<file path="config.mk">
export PLATFORM = sky130hd
export DESIGN_NAME = video_timing
export DESIGN_NICKNAME = d
export VERILOG_FILES = /design/src/source/tut_pkg.sv /design/src/source/video_timing.sv
export VERILOG_INCLUDE_DIRS = /design/src /design/src/source
export SDC_FILE = /design/constraint.sdc
export NUM_CORES = 1
export LEC_CHECK = 0
export BUFFER_PORTS_ARGS = -buffer_cell sky130_fd_sc_hd__buf_2
export CORE_MARGIN = 4
export CORE_UTILIZATION = 52
export CTS_CLUSTER_SIZE = 16
export DETAILED_ROUTE_END_ITERATION = 8
export PLACE_DENSITY = 0.84
export SLEW_MARGIN = 20
export SYNTH_ARGS = -nofsm -noshare
export SYNTH_HDL_FRONTEND = slang
export SYNTH_SLANG_ARGS = --single-unit
</file>
<file path="constraint.sdc">
create_clock -name clk_49m -period 2.7 [get_ports clk_49m]
set_input_delay 0.675 -clock clk_49m [delete_from_list [all_inputs] [get_ports clk_49m]]
set_output_delay 0.675 -clock clk_49m [all_outputs]
set_load 0.05 [all_outputs]
</file>
<file path="src/source/tut_consts.svh">
// Tutankham video board constants for the bus address map and the raster timing
`ifndef TUT_CONSTS_SVH
`define TUT_CONSTS_SVH

// ==========================================================================
// Address map
// ==========================================================================

// Video RAM fills the lower 32 KB of the bus space
`define TUT_VRAM_AW 15

// Upper address bits that select each register page
`define TUT_PAL_PAGE 12'h800
`define TUT_SCROLL_PAGE 12'h810
`define TUT_LATCH_PAGE 13'h1040

// Control latch bits picked by address bits 2:0
`define TUT_LATCH_IRQ_EN 3'd0
`define TUT_LATCH_FLIP_X 3'd6
`define TUT_LATCH_FLIP_Y 3'd7

// Byte returned for write-only and unmapped reads
`define TUT_OPEN_BUS 8'hFF

// ==========================================================================
// Raster timing
// ==========================================================================

// Master clocks per pixel
`define TUT_CEN_DIV 8

// Horizontal count runs 128..511 and blanks strictly between the two limits
`define TUT_H_FIRST 128
`define TUT_H_LAST 511
`define TUT_HBLK_LO 140
`define TUT_HBLK_HI 269
`define TUT_HSYNC_LO 176
`define TUT_HSYNC_HI 207

// Vertical count runs 0..263 with vblank outside lines 16..239
`define TUT_V_LINES 264
`define TUT_VBLK_END 16
`define TUT_VBLK_START 240
`define TUT_VSYNC_LINES 8

// Only the left part of the playfield follows the scroll register
`define TUT_SCROLL_COLS 192

`endif

</file>
<file path="src/source/tut_pkg.sv">
// Shared data types for the Tutankham CPU bus and the bitmap video path
`include "tut_consts.svh"

package tut_pkg;

	// CPU side
	typedef logic [15:0] bus_addr_t;
	typedef logic [7:0] byte_t;

	// Raster counters as they leave the timing block
	typedef logic [8:0] hcount_t;
	typedef logic [8:0] vcount_t;

	// Video RAM holds two 4-bit pixels per byte
	typedef logic [`TUT_VRAM_AW-1:0] vram_addr_t;
	typedef logic [3:0] pal_index_t;

	// One output colour channel
	typedef logic [4:0] rgb5_t;

	// A palette byte is plain data on the bus side
	// The scanout reads the same byte as BBGGGRRR
	typedef union packed {
		byte_t raw;
		struct packed {
			logic [1:0] blue;
			logic [2:0] green;
			logic [2:0] red;
		} colour;
	} pal_entry_t;

endpackage

</file>
<file path="src/source/video_timing.sv">
// Raster timing generator with pixel enable, H/V counters, blanking and sync
`include "tut_consts.svh"

module video_timing (
	input  logic             clk_49m,
	input  logic             reset,
	output logic             cen_o,
	output tut_pkg::hcount_t h_cnt_o,
	output tut_pkg::vcount_t v_cnt_o,
	output logic             hblank_o,
	output logic             vblank_o,
	output logic             hsync_n_o,
	output logic             vsync_n_o
);
	import tut_pkg::*;

	localparam int DIV_W = $clog2(`TUT_CEN_DIV);

	logic [DIV_W-1:0] div_q;
	hcount_t          h_q;
	vcount_t          v_q;

	// ==========================================================================
	// Pixel enable
	// ==========================================================================

	// 49.152 MHz divided by eight gives the 6.144 MHz dot rate
	always_ff @(posedge clk_49m) begin
		if (!reset) begin
			div_q <= '0;
		end else if (div_q == DIV_W'(`TUT_CEN_DIV - 1)) begin
			div_q <= '0;
		end else begin
			div_q <= div_q + DIV_W'(1);
		end
	end

	// One clock in eight, including the first clock after reset
	assign cen_o = (div_q == '0);

	// ==========================================================================
	// Counters
	// ==========================================================================

	// H runs 128..511 so bit 8 marks the right-hand half of the line
	// V steps once per line on the H wrap
	always_ff @(posedge clk_49m) begin
		if (!reset) begin
			h_q <= hcount_t'(`TUT_H_FIRST);
			v_q <= '0;
		end else if (cen_o) begin
			if (h_q == hcount_t'(`TUT_H_LAST)) begin
				h_q <= hcount_t'(`TUT_H_FIRST);
				if (v_q == vcount_t'(`TUT_V_LINES - 1)) begin
					v_q <= '0;
				end else begin
					v_q <= v_q + vcount_t'(1);
				end
			end else begin
				h_q <= h_q + hcount_t'(1);
			end
		end
	end

	assign h_cnt_o = h_q;
	assign v_cnt_o = v_q;

	// Blanking and sync windows decoded straight from the counter flops
	assign hblank_o = (h_q > hcount_t'(`TUT_HBLK_LO)) && (h_q < hcount_t'(`TUT_HBLK_HI));
	assign hsync_n_o = !((h_q >= hcount_t'(`TUT_HSYNC_LO)) && (h_q <= hcount_t'(`TUT_HSYNC_HI)));
	assign vblank_o = (v_q < vcount_t'(`TUT_VBLK_END)) || (v_q >= vcount_t'(`TUT_VBLK_START));
	assign vsync_n_o = !(v_q < vcount_t'(`TUT_VSYNC_LINES));

endmodule

</file>
==> results.yml <==
run_status:
  status: "completed"
yosys:
  syn_area_um2: 1100
  yosysSeqAreaShare: 0.381
  synth_seq_cells: 21
  synth_top_area_share: 0.381
  yosysTopAreaCell: "dfxtp_1"
  syn_inst: 127
  syn_nets: 136
  ys_types: 35
  syn_area_per_cell_um2: 8.69
  synth.area.top_cells: "dfxtp_1 (38%), ha_1 (7.9%), a21oi_1 (5.9%)"
  yosysWarnings: 0
timing:
  hold_viol: 0
  tightestPinTransition_ps: 330
  tns_ps: 0
  rsz0062_at_grt: "no"
  layout_min_cycle_time_ps: 2460
  maxSlewViolCount: 0
  period_share: 0.911
  max_freq_mhz: 407
  relSlewSlack: 0.778
  finalSetupViolations: 0
  whs_ps: 472
  fin_worst_skew_ps: 12.2
floorplanning:
  start_util: 0.557
  rows: 16
  die_w_um: 54.1
  coreArea_um2: 1980
  die-area_um2: 2920
  ios: 25
  die_y_um: 54.1
placement:
  dpl_cell_area_um2: 1250
  gp_congestion: 0.835
  place_hpwl_um: 1830
  placed_cells: 177
  portBuffers: 24
worst_setup_path:
  critPathLaunch: "v_cnt_o[6]"
  path_class: "reg -> out"
  r2r-end: "v_cnt_o[7]"
  crit_fanout: 6
  crit_required_ps: 2030
  reg2regPathDepth: 7
  start_kind: "flip-flop"
  worstReg2RegStart: "h_cnt_o[0]"
  cp-end-kind: "output port"
  critPathArrivalTime_ps: 1780
  cp-endpoint: "vsync_n_o"
  r2r_slack_ps: 490
clock_network:
  cts_root_buffer: "clkbuf_4"
  cts_tree: "yes"
  clk_path_buf_depth: 2
  cts-resized-gates: 0
  cts_max_level: 1
  clk_latency_ps: 320
  clk_pin_slew_ps: 120
  cts_hold_buffers: 0
  clock_sinks: 21
  cts_setup_buffers: 0
  cts_buffers: 3
power:
  power_density_nw_per_um2: 452
  irDropWorstVdd_uv: 358
  total_power_uw: 578
  leakage_uw: 0.000511
global_routing:
  grt_max_degree: 13
  grt_pass1_wl_um: 4080
  grt_overflow: 0
  grt_pass1_vias: 930
  track_usage: 0.194
  antenna_found_initial: 0
worst_hold_path:
  min-delay-start: "div_q[0]"
  hold_path_class: "reg -> reg"
routing:
  dr.pass1.iters: 4
  drtAntennaViolNets: 0
  drc_errors: 0
  num_vias: 1030
  vias_per_cell: 5.69
  initialDrtViolationCount: 33
  drt-wirelength-per-cell_um: 13.4
  drt-total-wl_um: 2430
cells_and_area:
  seq_area_um2: 420
  nNetsFinal: 164
  area_growth_pct: 15.8
  fillers: 168
  drive_gt1_frac: 0.221
  n_antenna_cell: 0
  final_common_cell: "buf_2"
  fin_cells: 181
  multiInputGateArea_um2: 642
  fin_area_um2: 1280
  layout_common_cells: "buf_2 (24), dfxtp_1 (21), nand2_1 (13), a21oi_1 (13), inv_1 (8)"
job:
  drv_cap: 0
[synthesized netlist by cell type]
| cell type | n |
|---|---|
| nand3_1 | 3 |
| o311a_1 | 1 |
| a32o_1 | 1 |
| xnor2_1 | 2 |
| inv_1 | 8 |
| or2_2 | 1 |
| nand2b_1 | 1 |
| xor2_1 | 1 |
| and3b_1 | 1 |
| nor2_1 | 5 |
| nand4_1 | 3 |
| a21oi_1 | 13 |
| nand3b_1 | 2 |
| dfxtp_1 | 21 |
| buf_4 | 1 |
| mux2i_1 | 2 |
| or3_2 | 2 |
| nor4_1 | 2 |
| nor2b_1 | 1 |
| o31ai_4 | 1 |
| nor3b_1 | 2 |
| o211ai_1 | 1 |
| o31ai_1 | 4 |
| and3_1 | 1 |
| nor3_1 | 4 |
| clkinv_1 | 1 |
| o21ai_0 | 7 |
| nand4b_1 | 3 |
| or3_1 | 5 |
| a31oi_1 | 1 |
| or4_4 | 1 |
| nand2_1 | 13 |
| ha_1 | 7 |
| nand3b_2 | 1 |
| or4_1 | 4 |
[worst min path at each step]
| stage | slack [ps] | depth (start not counted) | end |
|---|---|---|---|
| after floorplan | 430 | 1 | div_q[0] |
| after global placement | 440 | 1 | div_q[0] |
| after detailed placement | 460 | 1 | div_q[0] |
| after CTS | 470 | 1 | div_q[0] |
| after global routing | 500 | 1 | div_q[0] |
| final | 470 | 1 | div_q[0] |
[cells by family (layout without fill, tap and decap cells)]
kind of cell / after synthesis / in the layout / synth area share
flops: 21 / 21 / 0.381
simple gates: 55 / 55 / 0.293
compound gates: 29 / 29 / 0.168
mux: 2 / 2 / 0.0181
fa+ha+maj: 7 / 7 / 0.0794
buf+inv: 10 / 37 / 0.0374
xor+xnor: 3 / 3 / 0.0238
[worst max-delay path, cell delays in order (launching register included)]
cell	delay [ps]
dfxtp_1	370
or4_4	590
or3_1	310
buf_2	210
[where the power goes]
part,total (uW),switching [uW],internal (uW)
Clock,151,95.9,55.5
Sequential,331,11.2,320
Combinational,95.5,66.2,29.3
[registers in the layout (all words and copies together) (netlist names)]
signal and flops:
h_cnt_o 9, v_cnt_o 9, div_q 3
[cell type report]
| class | instances | area share |
|---|---|---|
| multi-input combinational | 96 | 0.502 |
| sequential | 21 | 0.329 |
| clock inverter | 1 | 0.00392 |
| timing repair buffer | 24 | 0.0940 |
| clock buffer | 3 | 0.0176 |
| tap | 27 | 0.0264 |
| inverter | 9 | 0.0264 |
[metal layers]
| metal | vias to the layer above | track usage | wire (um) | part of all wire |
|---|---|---|---|---|
| met3 | 5 | 0.0582 | 131 | 0.054 |
| met1 | 468 | 0.239 | 1050 | 0.43 |
| li1 | 528 | - | - | - |
| met5 | - | 0 | 0 | 0 |
| met4 | 0 | 0.0622 | 27 | 0.011 |
| met2 | 29 | 0.323 | 1210 | 0.50 |
[stage by stage]
step / setup WS, ps / utilization
after global routing: 160 / 0.645
after floorplan: 20.7 / -
final: 240 / 0.645
after global placement: 605 / 0.631
after detailed placement: 548 / 0.631
after CTS: 238 / 0.645
Note: power is estimated with default switching activity, not from simulation.
