===== src/source/tut_consts.svh =====
// Tutankham video board constants for the bus address map and the raster timing
`ifndef TUT_CONSTS_SVH
`define TUT_CONSTS_SVH

// ==========================================================================
// Address map
// ==========================================================================

// Video RAM fills the lower 32 KB of the bus space
`define TUT_VRAM_AW 15

// Upper address bits that select each register page
`define TUT_PAL_PAGE 12'h800
`define TUT_SCROLL_PAGE 12'h810
`define TUT_LATCH_PAGE 13'h1040

// Control latch bits picked by address bits 2:0
`define TUT_LATCH_IRQ_EN 3'd0
`define TUT_LATCH_FLIP_X 3'd6
`define TUT_LATCH_FLIP_Y 3'd7

// Byte returned for write-only and unmapped reads
`define TUT_OPEN_BUS 8'hFF

// ==========================================================================
// Raster timing
// ==========================================================================

// Master clocks per pixel
`define TUT_CEN_DIV 8

// Horizontal count runs 128..511 and blanks strictly between the two limits
`define TUT_H_FIRST 128
`define TUT_H_LAST 511
`define TUT_HBLK_LO 140
`define TUT_HBLK_HI 269
`define TUT_HSYNC_LO 176
`define TUT_HSYNC_HI 207

// Vertical count runs 0..263 with vblank outside lines 16..239
`define TUT_V_LINES 264
`define TUT_VBLK_END 16
`define TUT_VBLK_START 240
`define TUT_VSYNC_LINES 8

// Only the left part of the playfield follows the scroll register
`define TUT_SCROLL_COLS 192

`endif


===== src/source/tut_pkg.sv =====
// Shared data types for the Tutankham CPU bus and the bitmap video path
`include "tut_consts.svh"

package tut_pkg;

	// CPU side
	typedef logic [15:0] bus_addr_t;
	typedef logic [7:0] byte_t;

	// Raster counters as they leave the timing block
	typedef logic [8:0] hcount_t;
	typedef logic [8:0] vcount_t;

	// Video RAM holds two 4-bit pixels per byte
	typedef logic [`TUT_VRAM_AW-1:0] vram_addr_t;
	typedef logic [3:0] pal_index_t;

	// One output colour channel
	typedef logic [4:0] rgb5_t;

	// A palette byte is plain data on the bus side
	// The scanout reads the same byte as BBGGGRRR
	typedef union packed {
		byte_t raw;
		struct packed {
			logic [1:0] blue;
			logic [2:0] green;
			logic [2:0] red;
		} colour;
	} pal_entry_t;

endpackage


===== src/source/scanout.sv =====
// Bitmap scanout applying flip and scroll, picking the nibble and expanding palette colour
`include "tut_consts.svh"

module scanout (
	input  logic                 clk_49m,
	input  logic                 reset,
	input  logic                 cen_i,
	input  tut_pkg::hcount_t     h_cnt_i,
	input  tut_pkg::vcount_t     v_cnt_i,
	input  logic                 hblank_i,
	input  logic                 vblank_i,
	input  logic                 hsync_n_i,
	input  logic                 vsync_n_i,
	input  logic                 flip_x_i,
	input  logic                 flip_y_i,
	input  tut_pkg::byte_t       scroll_i,
	output tut_pkg::vram_addr_t  vram_addr_o,
	input  tut_pkg::byte_t       vram_data_i,
	output tut_pkg::pal_index_t  pal_index_o,
	input  tut_pkg::pal_entry_t  pal_entry_i,
	output tut_pkg::rgb5_t       red_o,
	output tut_pkg::rgb5_t       green_o,
	output tut_pkg::rgb5_t       blue_o,
	output logic                 hblank_o,
	output logic                 vblank_o,
	output logic                 hsync_n_o,
	output logic                 vsync_n_o,
	output logic                 ce_pix_o
);
	import tut_pkg::*;

	// Visible line runs from H 269 up to 511 and then wraps through 128..140
	localparam int PIX_OFS_HI = `TUT_HBLK_HI - 256;
	localparam int PIX_OFS_LO = 512 - `TUT_HBLK_HI - `TUT_H_FIRST;

	byte_t pix_x;
	byte_t eff_x;
	byte_t eff_y;
	byte_t scroll_add;
	logic  blank;
	logic  ce_d1_q;
	logic  ce_d2_q;
	logic  nib_hi_q;

	// Map the counter to a continuous 0..255 screen column
	always_comb begin
		if (h_cnt_i[8]) begin
			pix_x = h_cnt_i[7:0] - 8'(PIX_OFS_HI);
		end else begin
			pix_x = h_cnt_i[7:0] + 8'(PIX_OFS_LO);
		end
	end

	// Flip inverts the coordinate and the right-hand status area never scrolls
	assign eff_x = pix_x ^ {8{flip_x_i}};
	assign scroll_add = (eff_x < 8'(`TUT_SCROLL_COLS)) ? scroll_i : 8'd0;
	assign eff_y = (v_cnt_i[7:0] ^ {8{flip_y_i}}) + scroll_add;

	// 128 bytes per row with two pixels in each byte
	assign vram_addr_o = {eff_y, eff_x[7:1]};

	// Odd columns live in the upper nibble
	assign pal_index_o = nib_hi_q ? vram_data_i[7:4] : vram_data_i[3:0];
	assign blank = hblank_i || vblank_i;

	// Enable pipeline that tracks the RAM read and then the output register
	always_ff @(posedge clk_49m) begin
		if (!reset) begin
			ce_d1_q <= 1'b0;
			ce_d2_q <= 1'b0;
			ce_pix_o <= 1'b0;
			hblank_o <= 1'b1;
			vblank_o <= 1'b1;
			hsync_n_o <= 1'b1;
			vsync_n_o <= 1'b1;
		end else begin
			ce_d1_q <= cen_i;
			ce_d2_q <= ce_d1_q;
			ce_pix_o <= ce_d2_q;
			if (ce_d2_q) begin
				hblank_o <= hblank_i;
				vblank_o <= vblank_i;
				hsync_n_o <= hsync_n_i;
				vsync_n_o <= vsync_n_i;
			end
		end
	end

	// Nibble select is taken with the RAM read so it matches the returned byte
	always_ff @(posedge clk_49m) begin
		if (ce_d1_q) begin
			nib_hi_q <= eff_x[0];
		end
		if (ce_d2_q) begin
			// Repeat the top bits to reach 5 bits so full scale stays full scale
			red_o <= blank ? '0 : {pal_entry_i.colour.red, pal_entry_i.colour.red[2:1]};
			green_o <= blank ? '0 : {pal_entry_i.colour.green, pal_entry_i.colour.green[2:1]};
			blue_o <= blank ? '0 : {pal_entry_i.colour.blue, pal_entry_i.colour.blue,
				pal_entry_i.colour.blue[1]};
		end
	end

endmodule


===== config.mk =====
export PLATFORM = sky130hd
export DESIGN_NAME = scanout
export DESIGN_NICKNAME = d
export VERILOG_FILES = /design/src/source/tut_pkg.sv /design/src/source/scanout.sv
export VERILOG_INCLUDE_DIRS = /design/src /design/src/source
export SDC_FILE = /design/constraint.sdc
export NUM_CORES = 1
export LEC_CHECK = 0
export BUFFER_PORTS_ARGS = -buffer_cell sky130_fd_sc_hd__buf_2
export CAP_MARGIN = 0
export CELL_PAD_IN_SITES_DETAIL_PLACEMENT = 0
export CELL_PAD_IN_SITES_GLOBAL_PLACEMENT = 1
export CORE_UTILIZATION = 30
export DETAILED_ROUTE_END_ITERATION = 12
export PLACE_DENSITY = 0.8
export SLEW_MARGIN = 20
export SYNTH_ARGS = -nofsm -noshare
export SYNTH_HDL_FRONTEND = slang
export SYNTH_SLANG_ARGS = --single-unit

===== constraint.sdc =====
create_clock -name clk_49m -period 5.95 [get_ports clk_49m]
set_input_delay 1.19 -clock clk_49m [delete_from_list [all_inputs] [get_ports clk_49m]]
set_output_delay 1.19 -clock clk_49m [all_outputs]
set_load 0.05 [all_outputs]

==> results.ini, run 1 <==
[worst_setup_path]
critical_path.reg2reg.startpoint = ce_d2_q
worst_r2r_endpoint = hsync_n_o
critPathCaptureType = primary output
critPathLaunch = flip_x_i
worst_setup_path_endpoint = vram_addr_o[14]
setup.reg_to_reg.worst_slack_ns = 4.82
worstRegToRegCells = 2
worstSetupStartpointType = input port
worst-endpoint-required_ns = 4.76
crit_type = in -> out
cp.arrival_ns = 4.21
worst-path-max-fanout = 8

[timing]
min_period_over_period = 0.908
fmaxAchievable_ghz = 0.185
worst_slew_margin_rel = 0.609
whs_ns = 0.463
finalHoldViolations = 0
grt_setup_unrepaired = no
fin_tns_setup_ns = 0
timing.final.ws_setup_ns = 0.549
final.setup_skew_ns = 0.00169
worst_pin_slew_ns = 0.586
drv_slew = 0
final_period_minus_worst_setup_slack_ns = 5.40
report.final.setup_viol = 0

[yosys]
syn-instance-count = 138
synth.yosys.warnings = 0
yosys-top-cells-area = sky130_fd_sc_hd__edfxtp_1, sky130_fd_sc_hd__dfxtp_1, sky130_fd_sc_hd__xnor2_1
post-synth-top-count-cell = sky130_fd_sc_hd__buf_4
synth_cell_types = 34
synth-edff-count = 9
synth_nets = 198
synth.yosys.seq_area_share = 0.303
syn-cell-area_um2 = 1350
post_synthesis_average_cell_area_um2 = 9.81
synthDominantAreaCellType = sky130_fd_sc_hd__edfxtp_1
netlist_top_cells_count = sky130_fd_sc_hd__buf_4, sky130_fd_sc_hd__xnor2_1, sky130_fd_sc_hd__and2_1
post-synth-top-area-fraction = 0.200
synth_seq_cells = 16
main_flop_type_after_synthesis = sky130_fd_sc_hd__edfxtp_1
post_synth_arst_share = 0

[route]
detail-route-antenna-nets = 0
drt-vias-per-instance = 4.27
first_pass_iters = 4
route.detailed.wl_per_inst_um = 9.89
vias = 1132
drt-total-wl_um = 2620
route.detailed.drc = 0
drtIter0Drc = 46

[clocking]
post_cts_resize_count = 0
cts_sinks = 16
clk-insertion-delay-late_ns = 0.24
clk_root_buffer_cell = sky130_fd_sc_hd__clkbuf_8
clk_pin_slew_worst_paths_ns = 0.06
cts_max_path_buffers = 2
cts.htree.levels = 1
cts-hold-fix-buffers = 0
post-cts-setup-buffer-count = 0
numCtsBuffers = 3
tritoncts_clock_tree = yes

[global_routing]
first_pass_grt_wire_length_um = 4620
grt.total_usage = 0.114
gr-total-overflow = 0
grt_pass1_vias = 1106
initial_antenna_violation_count = 0
grt_max_degree = 14

[power]
power.ir.vdd_worst_uv = 132
pwr_density_cell_nw_per_um2 = 274
leakagePower_nw = 0.859

[layout]
fin_nets = 274
final-seq-area_um2 = 410
num_antenna_cells = 0
synthToLayoutAreaGrowth_pct = 32.0
finish.utilization = 0.410
finalNonFillerCells = 265
multiInputGateArea_um2 = 786
n_fill_cell = 447
share_of_cells_above_drive_strength_1 = 0.502

[die]
core.rowCount = 24
floorplan.core_area_um2 = 4350
dieArea_um2 = 4790
pin_count = 90
die_h_um = 69.2
floorplan.die.width_um = 69.2
floorplan.initialDensity = 0.311

[placed_design]
placer_congestion_estimate = 0.762
dpl_hpwl_um = 2310
io_buffer_count = 88
dp.cells = 261
dpl_worst_slack_ns = 0.510

[job]
max-cap-violations = 0

[hold_path]
holdCritPathClass = reg -> reg

[status]
run_status = complete, no violations

routing by layer:
layer / wire length [µm] / share of wire / vias to the layer above / global-route usage
met5: 0 / 0 / - / 0
met4: 13 / 0.0050 / 0 / 0.0272
met3: 201 / 0.077 / 2 / 0.0262
met2: 1350 / 0.52 / 51 / 0.218
met1: 1050 / 0.40 / 492 / 0.126
li1: - / - / 587 / -
registers in the layout, summed over array words and instances (netlist names):
| register | cells |
|---|---|
| red_o | 3 |
| hsync_n_o | 1 |
| ce_pix_o | 1 |
| vblank_o | 1 |
| nib_hi_q | 1 |
| blue_o | 2 |
| green_o | 3 |
| ce_d1_q | 1 |
| ce_d2_q | 1 |
| hblank_o | 1 |
| vsync_n_o | 1 |
kinds of logic after synthesis:
kind of cell	count (synthesis)	synth area share
adders and majority gates	9	0.0887
and+or+nand+nor	40	0.188
DFF	16	0.303
buffers and inverters	25	0.116
xor gates and xnor gates	26	0.178
AOI/OAI and AO/OA	14	0.0629
muxes	8	0.0628
report_power, final:
group / internal, mW / switching [mW] / leakage [nW] / total, mW
sequential: 0.121 / 0.00305 / 0.136 / 0.124
clock: 0.0585 / 0.0337 / 0.0288 / 0.0922
combinational: 0.0847 / 0.188 / 0.695 / 0.273
total: 0.265 / 0.225 / 0.859 / 0.490
critical path: stages:
cell                       delay, ns
sky130_fd_sc_hd__buf_2          0.22
sky130_fd_sc_hd__xnor3_1        0.47
sky130_fd_sc_hd__nand3_1        0.16
sky130_fd_sc_hd__nand4b_4       0.17
sky130_fd_sc_hd__and2_2         0.25
sky130_fd_sc_hd__ha_1           0.29
sky130_fd_sc_hd__a21oi_1        0.17
sky130_fd_sc_hd__o21ai_0        0.13
sky130_fd_sc_hd__or2_1          0.23
sky130_fd_sc_hd__or3_1          0.31
sky130_fd_sc_hd__a31oi_1        0.21
sky130_fd_sc_hd__xnor2_1        0.13
sky130_fd_sc_hd__buf_2          0.27
layout by cell type (no fill, tap or decap), types with 2 or more instances in the layout:
| cell type | instances |
|---|---|
| sky130_fd_sc_hd__o21ai_0 | 4 |
| sky130_fd_sc_hd__and2_1 | 12 |
| sky130_fd_sc_hd__ha_1 | 8 |
| sky130_fd_sc_hd__mux2_2 | 4 |
| sky130_fd_sc_hd__buf_2 | 88 |
| sky130_fd_sc_hd__inv_1 | 8 |
| sky130_fd_sc_hd__nand3_1 | 2 |
| sky130_fd_sc_hd__mux2i_1 | 4 |
| sky130_fd_sc_hd__and2_2 | 7 |
| sky130_fd_sc_hd__edfxtp_1 | 9 |
| sky130_fd_sc_hd__o21bai_1 | 2 |
| sky130_fd_sc_hd__nor2b_1 | 2 |
| sky130_fd_sc_hd__nand2_1 | 6 |
| sky130_fd_sc_hd__clkbuf_8 | 4 |
| sky130_fd_sc_hd__dfxtp_1 | 7 |
| sky130_fd_sc_hd__xnor2_1 | 14 |
| sky130_fd_sc_hd__xor2_1 | 11 |
| sky130_fd_sc_hd__a21oi_1 | 4 |
| sky130_fd_sc_hd__nor2_1 | 3 |
worst min path at each step:
| stage | startpoint | cells after the start | slack, ns | to |
|---|---|---|---|---|
| floorplan | ce_d1_q | 0 | 0.43 | nib_hi_q |
| global placement | hblank_o | 2 | 0.45 | hblank_o |
| detailed placement | ce_d1_q | 0 | 0.45 | nib_hi_q |
| CTS | ce_d1_q | 0 | 0.47 | nib_hi_q |
| global route | ce_d1_q | 0 | 0.49 | nib_hi_q |
| finish | ce_d1_q | 0 | 0.46 | nib_hi_q |
metrics by stage:
stage | power [mW] | cell area (µm²)
2_1_floorplan | 0.354 | 1350
3_3_place_gp | 0.400 | 1730
3_5_place_dp | 0.401 | 1730
4_1_cts | 0.496 | 1790
5_1_grt | 0.519 | 1790
6_report | 0.490 | 1790
cell type report:
type,instances,area share
Clock buffer,4,0.0308
Tap cell,52,0.0364
Sequential cell,16,0.230
Multi-Input combinational cell,97,0.440
Timing Repair Buffer,88,0.246
Inverter,8,0.0168
Power figures use the tool's default switching activity.
==> run 2, diff against run 1 <==
--- a/config.mk
+++ b/config.mk
@@ -6,12 +6,13 @@
 export SDC_FILE = /design/constraint.sdc
 export NUM_CORES = 1
 export LEC_CHECK = 0
-export BUFFER_PORTS_ARGS = -buffer_cell sky130_fd_sc_hd__buf_2
+export BUFFER_PORTS_ARGS = -buffer_cell sky130_fd_sc_hd__buf_4
 export CAP_MARGIN = 0
 export CELL_PAD_IN_SITES_DETAIL_PLACEMENT = 0
 export CELL_PAD_IN_SITES_GLOBAL_PLACEMENT = 1
 export CORE_UTILIZATION = 30
 export DETAILED_ROUTE_END_ITERATION = 12
+export GPL_TIMING_DRIVEN = 0
 export PLACE_DENSITY = 0.8
 export SLEW_MARGIN = 20
 export SYNTH_ARGS = -nofsm -noshare
==> run 2 against run 1 <==
Routed wire length increased by 15%; largest cell class unchanged; utilization increased by 7.6 points; combinational power increased by 17%; register-to-register slack got worse by 0.12 ns; die area unchanged; setup slack improved by 0.083 ns; worst hold slack got worse by 0.0057 ns; sequential share of layout area decreased by 3.6 points.
==> results.ini, run 2 (same netlist as run 1, synthesis figures left out) <==
[global_routing]
first_pass_grt_wire_length_um = 5070  ; +9.9%
grt_pass1_vias = 1117  ; +0.99%
gr-total-overflow = 0  ; unchanged
initial_antenna_violation_count = 0  ; unchanged
grt_max_degree = 10  ; -4
grt.total_usage = 0.127  ; +0.0127

[placed_design]
dpl_hpwl_um = 2580  ; +12%
io_buffer_count = 86  ; -2.3%
placed_area_um2 = 2060  ; +19%
dp.cells = 276  ; +5.7%
placer_congestion_estimate = 0.689  ; -9.6%

[timing]
report.final.setup_viol = 0  ; unchanged
worst_pin_slew_ns = 0.366  ; -0.221 ns
fin_tns_setup_ns = 0  ; unchanged
min_period_over_period = 0.894  ; -0.0140
grt_setup_unrepaired = no
finalHoldViolations = 0  ; unchanged
drv_slew = 0  ; unchanged
fmaxAchievable_ghz = 0.188  ; +1.6%
final.setup_skew_ns = 0.000833  ; -0.000857 ns
whs_ns = 0.457  ; -0.00574 ns
worst_slew_margin_rel = 0.755  ; +0.147
final_period_minus_worst_setup_slack_ns = 5.32  ; -0.0832 ns

[route]
drt-vias-per-instance = 4.31  ; +0.83%
first_pass_iters = 4  ; unchanged
route.detailed.wl_per_inst_um = 10.8  ; +8.9%
vias = 1206  ; +6.5%
detail-route-antenna-nets = 0  ; unchanged
drt-total-wl_um = 3020  ; +15%
route.detailed.drc = 0  ; unchanged
drtIter0Drc = 48  ; +4.3%

[clocking]
post_cts_resize_count = 0  ; unchanged
post-cts-setup-buffer-count = 0  ; unchanged
clk_pin_slew_worst_paths_ns = 0.06  ; about the same
clk_root_buffer_cell = sky130_fd_sc_hd__clkbuf_8
cts_max_path_buffers = 2  ; unchanged
cts-hold-fix-buffers = 0  ; unchanged
cts.htree.levels = 1  ; unchanged
cts_sinks = 16  ; unchanged
numCtsBuffers = 3  ; unchanged
tritoncts_clock_tree = yes
clk-insertion-delay-late_ns = 0.24  ; about the same

[power]
pwr_density_cell_nw_per_um2 = 253  ; -7.6%
power.ir.vdd_worst_uv = 155  ; +17%
leakagePower_nw = 1.01  ; +18%
power.switching_uw = 232  ; +3.0%
pwr-share-comb = 0.594  ; +0.036
power.total_uw = 537  ; +9.6%
sequentialPowerShare = 0.231  ; -0.023
clock_power_share = 0.175  ; -0.013
swShare = 0.432  ; -0.0275
cellInternalPower_uw = 305  ; +15%

[worst_setup_path]
cp.arrival_ns = 4.13  ; -0.08 ns
crit_type = in -> out
worst-path-max-fanout = 8  ; unchanged
worstPathBufferInverterCount = 3  ; +1
critPathCaptureType = primary output
worstSetupStartpointType = input port
path_cells = buf_4 -> inv_1 -> ha_1 -> nand3b_1 -> nand3_1 -> nand4b_4 -> and2_2 -> ha_1 -> a21oi_1 -> o21ai_0 -> or2_1 -> or3_1 -> a31oi_1 -> xnor2_1 -> buf_4
worst-endpoint-required_ns = 4.76  ; about the same
timing.critical_path.slowest_stage_cell = sky130_fd_sc_hd__or3_1
cp_top_family = simple AND/OR/NAND/NOR gates
slowest_delay_ns = 0.31  ; -0.16 ns

[die]
die_h_um = 69.2  ; unchanged
floorplan.initialDensity = 0.311  ; unchanged
pin_count = 90  ; unchanged
floorplan.die.width_um = 69.2  ; unchanged
dieArea_um2 = 4790  ; unchanged
floorplan.core_area_um2 = 4350  ; unchanged
core.rowCount = 24  ; unchanged

[layout]
finalNonFillerCells = 280  ; +5.7%
layout.cells.most_common_list = sky130_fd_sc_hd__buf_4, sky130_fd_sc_hd__xnor2_1, sky130_fd_sc_hd__and2_1, sky130_fd_sc_hd__xor2_1, sky130_fd_sc_hd__edfxtp_1
layout.cells.most_common = sky130_fd_sc_hd__buf_4
finish.instance_area_um2 = 2120  ; +19%
num_antenna_cells = 0  ; unchanged
fin_nets = 289  ; +5.5%
largestRegisters = green_o (3), red_o (3), blue_o (2)
share_of_cells_above_drive_strength_1 = 0.531  ; +0.0284
synthToLayoutAreaGrowth_pct = 56.6

[job]
max-cap-violations = 0  ; unchanged

[hold_path]
holdCritPathClass = reg -> reg

[status]
run_status = complete, no violations

-- run 2: changes by cell type in the layout (fill, tap and decap cells not counted), sizes merged --
| cell | change |
|---|---|
| buf | +14 |
| clkbuf | +1 |
-- run 2: layer usage --
| metal | vias up | global-route usage | part of all wire |
|---|---|---|---|
| met5 | - | 0 | 0 |
| met4 | 0 | 0.0476 | 0.015 |
| met2 | 57 | 0.218 | 0.49 |
| li1 | 618 | - | - |
| met1 | 527 | 0.159 | 0.42 |
| met3 | 4 | 0.0203 | 0.074 |
-- run 2: layout make-up --
cell class | count | area [µm²]
Fill cell | 444 | 2230
Buffer | 17 | 128
Inverter | 8 | 30.0
Clock buffer | 4 | 55.1
Sequential cell | 16 | 410
Tap cell | 52 | 65.1
Multi-Input combinational cell | 97 | 786
Timing Repair Buffer | 86 | 646
-- run 2: worst paths after layout --
path / slack, ns / end / cells after the start / startpoint
min: 0.46 / nib_hi_q / 0 / ce_d1_q
max reg2reg: 4.70 / vsync_n_o / 3 / ce_d2_q
max: 0.63 / vram_addr_o[14] / 15 / h_cnt_i[0]
min reg2reg: 0.46 / nib_hi_q / 0 / ce_d1_q
-- run 2: through the flow --
stage                      util  setup WS [ns]
after CTS                 0.487          0.632
final                     0.487          0.632
after global placement    0.474          0.671
after global routing      0.487          0.353
after floorplan               -          0.782
after detailed placement  0.474          0.629
-- run 2: power groups by stage --
stage | Sequential, mW | Combinational (mW) | Clock [mW]
after floorplan | 0.137 | 0.217 | 0
after global placement | 0.126 | 0.320 | 0
after detailed placement | 0.127 | 0.321 | 0
after CTS | 0.124 | 0.322 | 0.0962
after global routing | 0.125 | 0.340 | 0.102
final | 0.124 | 0.319 | 0.0939
==> run 3, diff against run 2 <==
--- a/config.mk
+++ b/config.mk
@@ -6,14 +6,16 @@
 export SDC_FILE = /design/constraint.sdc
 export NUM_CORES = 1
 export LEC_CHECK = 0
+export ABC_AREA = 1
 export BUFFER_PORTS_ARGS = -buffer_cell sky130_fd_sc_hd__buf_4
 export CAP_MARGIN = 0
 export CELL_PAD_IN_SITES_DETAIL_PLACEMENT = 0
 export CELL_PAD_IN_SITES_GLOBAL_PLACEMENT = 1
 export CORE_UTILIZATION = 30
+export CTS_BUF_LIST = sky130_fd_sc_hd__clkbuf_16
 export DETAILED_ROUTE_END_ITERATION = 12
 export GPL_TIMING_DRIVEN = 0
-export PLACE_DENSITY = 0.8
+export PLACE_DENSITY = 0.83
 export SLEW_MARGIN = 20
 export SYNTH_ARGS = -nofsm -noshare
 export SYNTH_HDL_FRONTEND = slang
==> run 3 against run 2 <==
Largest cell class is now non-clock buffers; largest power group unchanged; sequential share of layout area decreased by 0.66 points; register-to-register slack better by 0.12 ns; sequential cell count stayed put.
==> results.ini, run 3 <==
[global_routing]
gr-total-overflow = 0  ; unchanged
grt_max_degree = 15  ; +5
grt_pass1_vias = 1334  ; +19%
grt.total_usage = 0.138  ; +0.0115
first_pass_grt_wire_length_um = 5540  ; +9.2%
initial_antenna_violation_count = 0  ; unchanged

[clocking]
cts.htree.levels = 1  ; unchanged
clk-insertion-delay-late_ns = 0.25  ; about the same
tritoncts_clock_tree = yes
numCtsBuffers = 3  ; unchanged
post_cts_resize_count = 0  ; unchanged
post-cts-setup-buffer-count = 0  ; unchanged
clk_pin_slew_worst_paths_ns = 0.04  ; -0.02 ns
cts_sinks = 16  ; unchanged
cts_max_path_buffers = 2  ; unchanged
clk_root_buffer_cell = sky130_fd_sc_hd__clkbuf_16
cts-hold-fix-buffers = 0  ; unchanged

[worst_setup_path]
cp.arrival_ns = 3.91  ; -0.22 ns
worstSetupStartpointType = input port
worst-endpoint-required_ns = 4.76  ; about the same
worst-path-max-fanout = 6  ; -2
critPathCaptureType = primary output
crit_type = in -> out

[die]
core.rowCount = 24  ; unchanged
dieArea_um2 = 4960  ; +3.7%
floorplan.core_area_um2 = 4410  ; +1.4%
floorplan.die.width_um = 70.4  ; +1.8%
pin_count = 90  ; unchanged
floorplan.initialDensity = 0.318  ; +0.00739
die_h_um = 70.4  ; +1.8%

[route]
route.detailed.drc = 0  ; unchanged
vias = 1335  ; +11%
detail-route-antenna-nets = 0  ; unchanged
drt-vias-per-instance = 4.12  ; -4.3%
drtIter0Drc = 59  ; +23%
first_pass_iters = 4  ; unchanged
drt-total-wl_um = 3200  ; +5.9%
route.detailed.wl_per_inst_um = 9.86  ; -8.5%

[power]
leakagePower_nw = 1.21  ; +20%
power.total_uw = 563  ; +4.9%
pwr_density_cell_nw_per_um2 = 257  ; +1.3%
power.ir.vdd_worst_uv = 105  ; -32%

[yosys]
post-synth-top-area-fraction = 0.192  ; -0.00729
yosys-top-cells-area = sky130_fd_sc_hd__edfxtp_1, sky130_fd_sc_hd__dfxtp_1, sky130_fd_sc_hd__inv_1
synth.yosys.warnings = 0  ; unchanged
synth.yosys.seq_area_share = 0.292  ; -0.0111
main_flop_type_after_synthesis = sky130_fd_sc_hd__edfxtp_1
syn-cell-area_um2 = 1410  ; +3.8%
post-synth-top-count-cell = sky130_fd_sc_hd__inv_1
netlist_top_cells_count = sky130_fd_sc_hd__inv_1, sky130_fd_sc_hd__nand2_1, sky130_fd_sc_hd__nor2_1
post_synthesis_average_cell_area_um2 = 7.72  ; -21%
post_synth_arst_share = 0  ; unchanged
synthDominantAreaCellType = sky130_fd_sc_hd__edfxtp_1
syn-instance-count = 182  ; +32%
synth-edff-count = 9  ; unchanged
synth_nets = 242  ; +22%
synth_cell_types = 26  ; -24%
synth_seq_cells = 16  ; unchanged

[placed_design]
dpl_hpwl_um = 2720  ; +5.2%
placed_area_um2 = 2120  ; +2.5%
io_buffer_count = 86  ; unchanged
placer_congestion_estimate = 0.762  ; +11%

[layout]
finish.utilization = 0.497  ; +0.0104
finish.instance_area_um2 = 2190  ; +3.5%
layout.cells.most_common = sky130_fd_sc_hd__buf_4
synthToLayoutAreaGrowth_pct = 56.2
fin_nets = 333  ; +15%
share_of_cells_above_drive_strength_1 = 0.423  ; -0.108
largestRegisters = green_o (3), red_o (3), blue_o (2)
n_fill_cell = 449  ; +1.1%
num_antenna_cells = 0  ; unchanged
layout.cells.most_common_list = sky130_fd_sc_hd__buf_4, sky130_fd_sc_hd__inv_1, sky130_fd_sc_hd__nand2_1, sky130_fd_sc_hd__nor2_1, sky130_fd_sc_hd__xor2_1

[timing]
fmaxAchievable_ghz = 0.196  ; +4.3%
worst_slew_margin_rel = 0.632  ; -0.123
final_period_minus_worst_setup_slack_ns = 5.10  ; -0.219 ns
fin_tns_setup_ns = 0  ; unchanged
finalHoldViolations = 0  ; unchanged
drv_slew = 0  ; unchanged
min_period_over_period = 0.857  ; -0.0369
worst_pin_slew_ns = 0.552  ; +0.186 ns
report.final.setup_viol = 0  ; unchanged
grt_setup_unrepaired = no
final.setup_skew_ns = 0.00468  ; +0.00385 ns

[job]
max-cap-violations = 0  ; unchanged

[status]
run_status = complete, no violations

[hold_path]
holdCritPathClass = reg -> reg

-- run 3: cell types whose count changed after synthesis, moves of 6 or more --
cell	previous run	this run
sky130_fd_sc_hd__and2_1	12	0
sky130_fd_sc_hd__and2_2	7	0
sky130_fd_sc_hd__inv_1	8	35
sky130_fd_sc_hd__nand2_1	6	32
sky130_fd_sc_hd__nand3_1	2	10
sky130_fd_sc_hd__nor2_1	3	18
sky130_fd_sc_hd__xnor2_1	14	8
-- run 3: worst max-delay path: stages --
cell,delay (ns)
sky130_fd_sc_hd__buf_4,0.12
sky130_fd_sc_hd__inv_1,0.06
sky130_fd_sc_hd__ha_1,0.17
sky130_fd_sc_hd__nand3b_1,0.15
sky130_fd_sc_hd__nand2_1,0.10
sky130_fd_sc_hd__xor2_2,0.16
sky130_fd_sc_hd__nand2_2,0.12
sky130_fd_sc_hd__inv_1,0.12
sky130_fd_sc_hd__nor2_1,0.12
sky130_fd_sc_hd__ha_1,0.19
sky130_fd_sc_hd__inv_1,0.07
sky130_fd_sc_hd__fa_1,0.41
sky130_fd_sc_hd__o21ai_0,0.31
sky130_fd_sc_hd__a21oi_1,0.11
sky130_fd_sc_hd__nor2_1,0.10
sky130_fd_sc_hd__nor2_1,0.05
sky130_fd_sc_hd__xnor2_1,0.13
sky130_fd_sc_hd__buf_4,0.22
-- run 3: final timing paths --
kind	from	end	slack, ns	depth (start not counted)
setup reg to reg	ce_d2_q	vblank_o	4.82	3
hold / removal	ce_d1_q	ce_d2_q	0.44	2
hold reg to reg	ce_d1_q	ce_d2_q	0.44	2
setup / recovery	h_cnt_i[0]	vram_addr_o[13]	0.85	18
-- run 3: final cells by class --
class / instances / area (µm²) / share of cell area
buffer: 17 / 131 / 0.0599
clock buffer: 3 / 75.1 / 0.0342
clock inverter: 1 / 3.75 / 0.00171
inverter: 35 / 131 / 0.0599
multi-input combinational: 114 / 732 / 0.334
sequential: 16 / 410 / 0.187
tap: 52 / 65.1 / 0.0296
timing repair buffer: 86 / 646 / 0.294
-- run 3: stage by stage --
step / instances / setup WS (ns) / hold WS [ns]
after global routing: 324 / 0.557 / 0.460
after CTS: 324 / 0.825 / 0.440
after floorplan: 182 / 0.781 / 0.420
after global placement: 320 / 0.882 / 0.429
after detailed placement: 320 / 0.834 / 0.434
final: 324 / 0.852 / 0.437
-- run 3: where the power goes --
group	switching [mW]	total, mW	internal [mW]
clock	0.0401	0.129	0.0889
combinational	0.195	0.308	0.113
sequential	0.00363	0.126	0.122
-- run 3: per-layer routing --
layer  track usage  part of all wire  vias up
li1              -                 -      723
met1         0.150              0.39      566
met2         0.254              0.53       39
met3        0.0332             0.051        7
met4        0.0556             0.023        0
met5             0                 0        -
-- run 3: cell families (layout without fill, tap and decap cells) --
logic type	after synthesis	after routing	share of synthesized area
AO/OA/AOI/OAI	10	10	0.0401
XOR/XNOR	24	24	0.160
adder cells (fa/ha/maj)	9	9	0.0855
buffers and inverters	52	142	0.187
flip-flops	16	16	0.292
multiplexers	4	4	0.0321
AND/OR/NAND/NOR	67	67	0.203
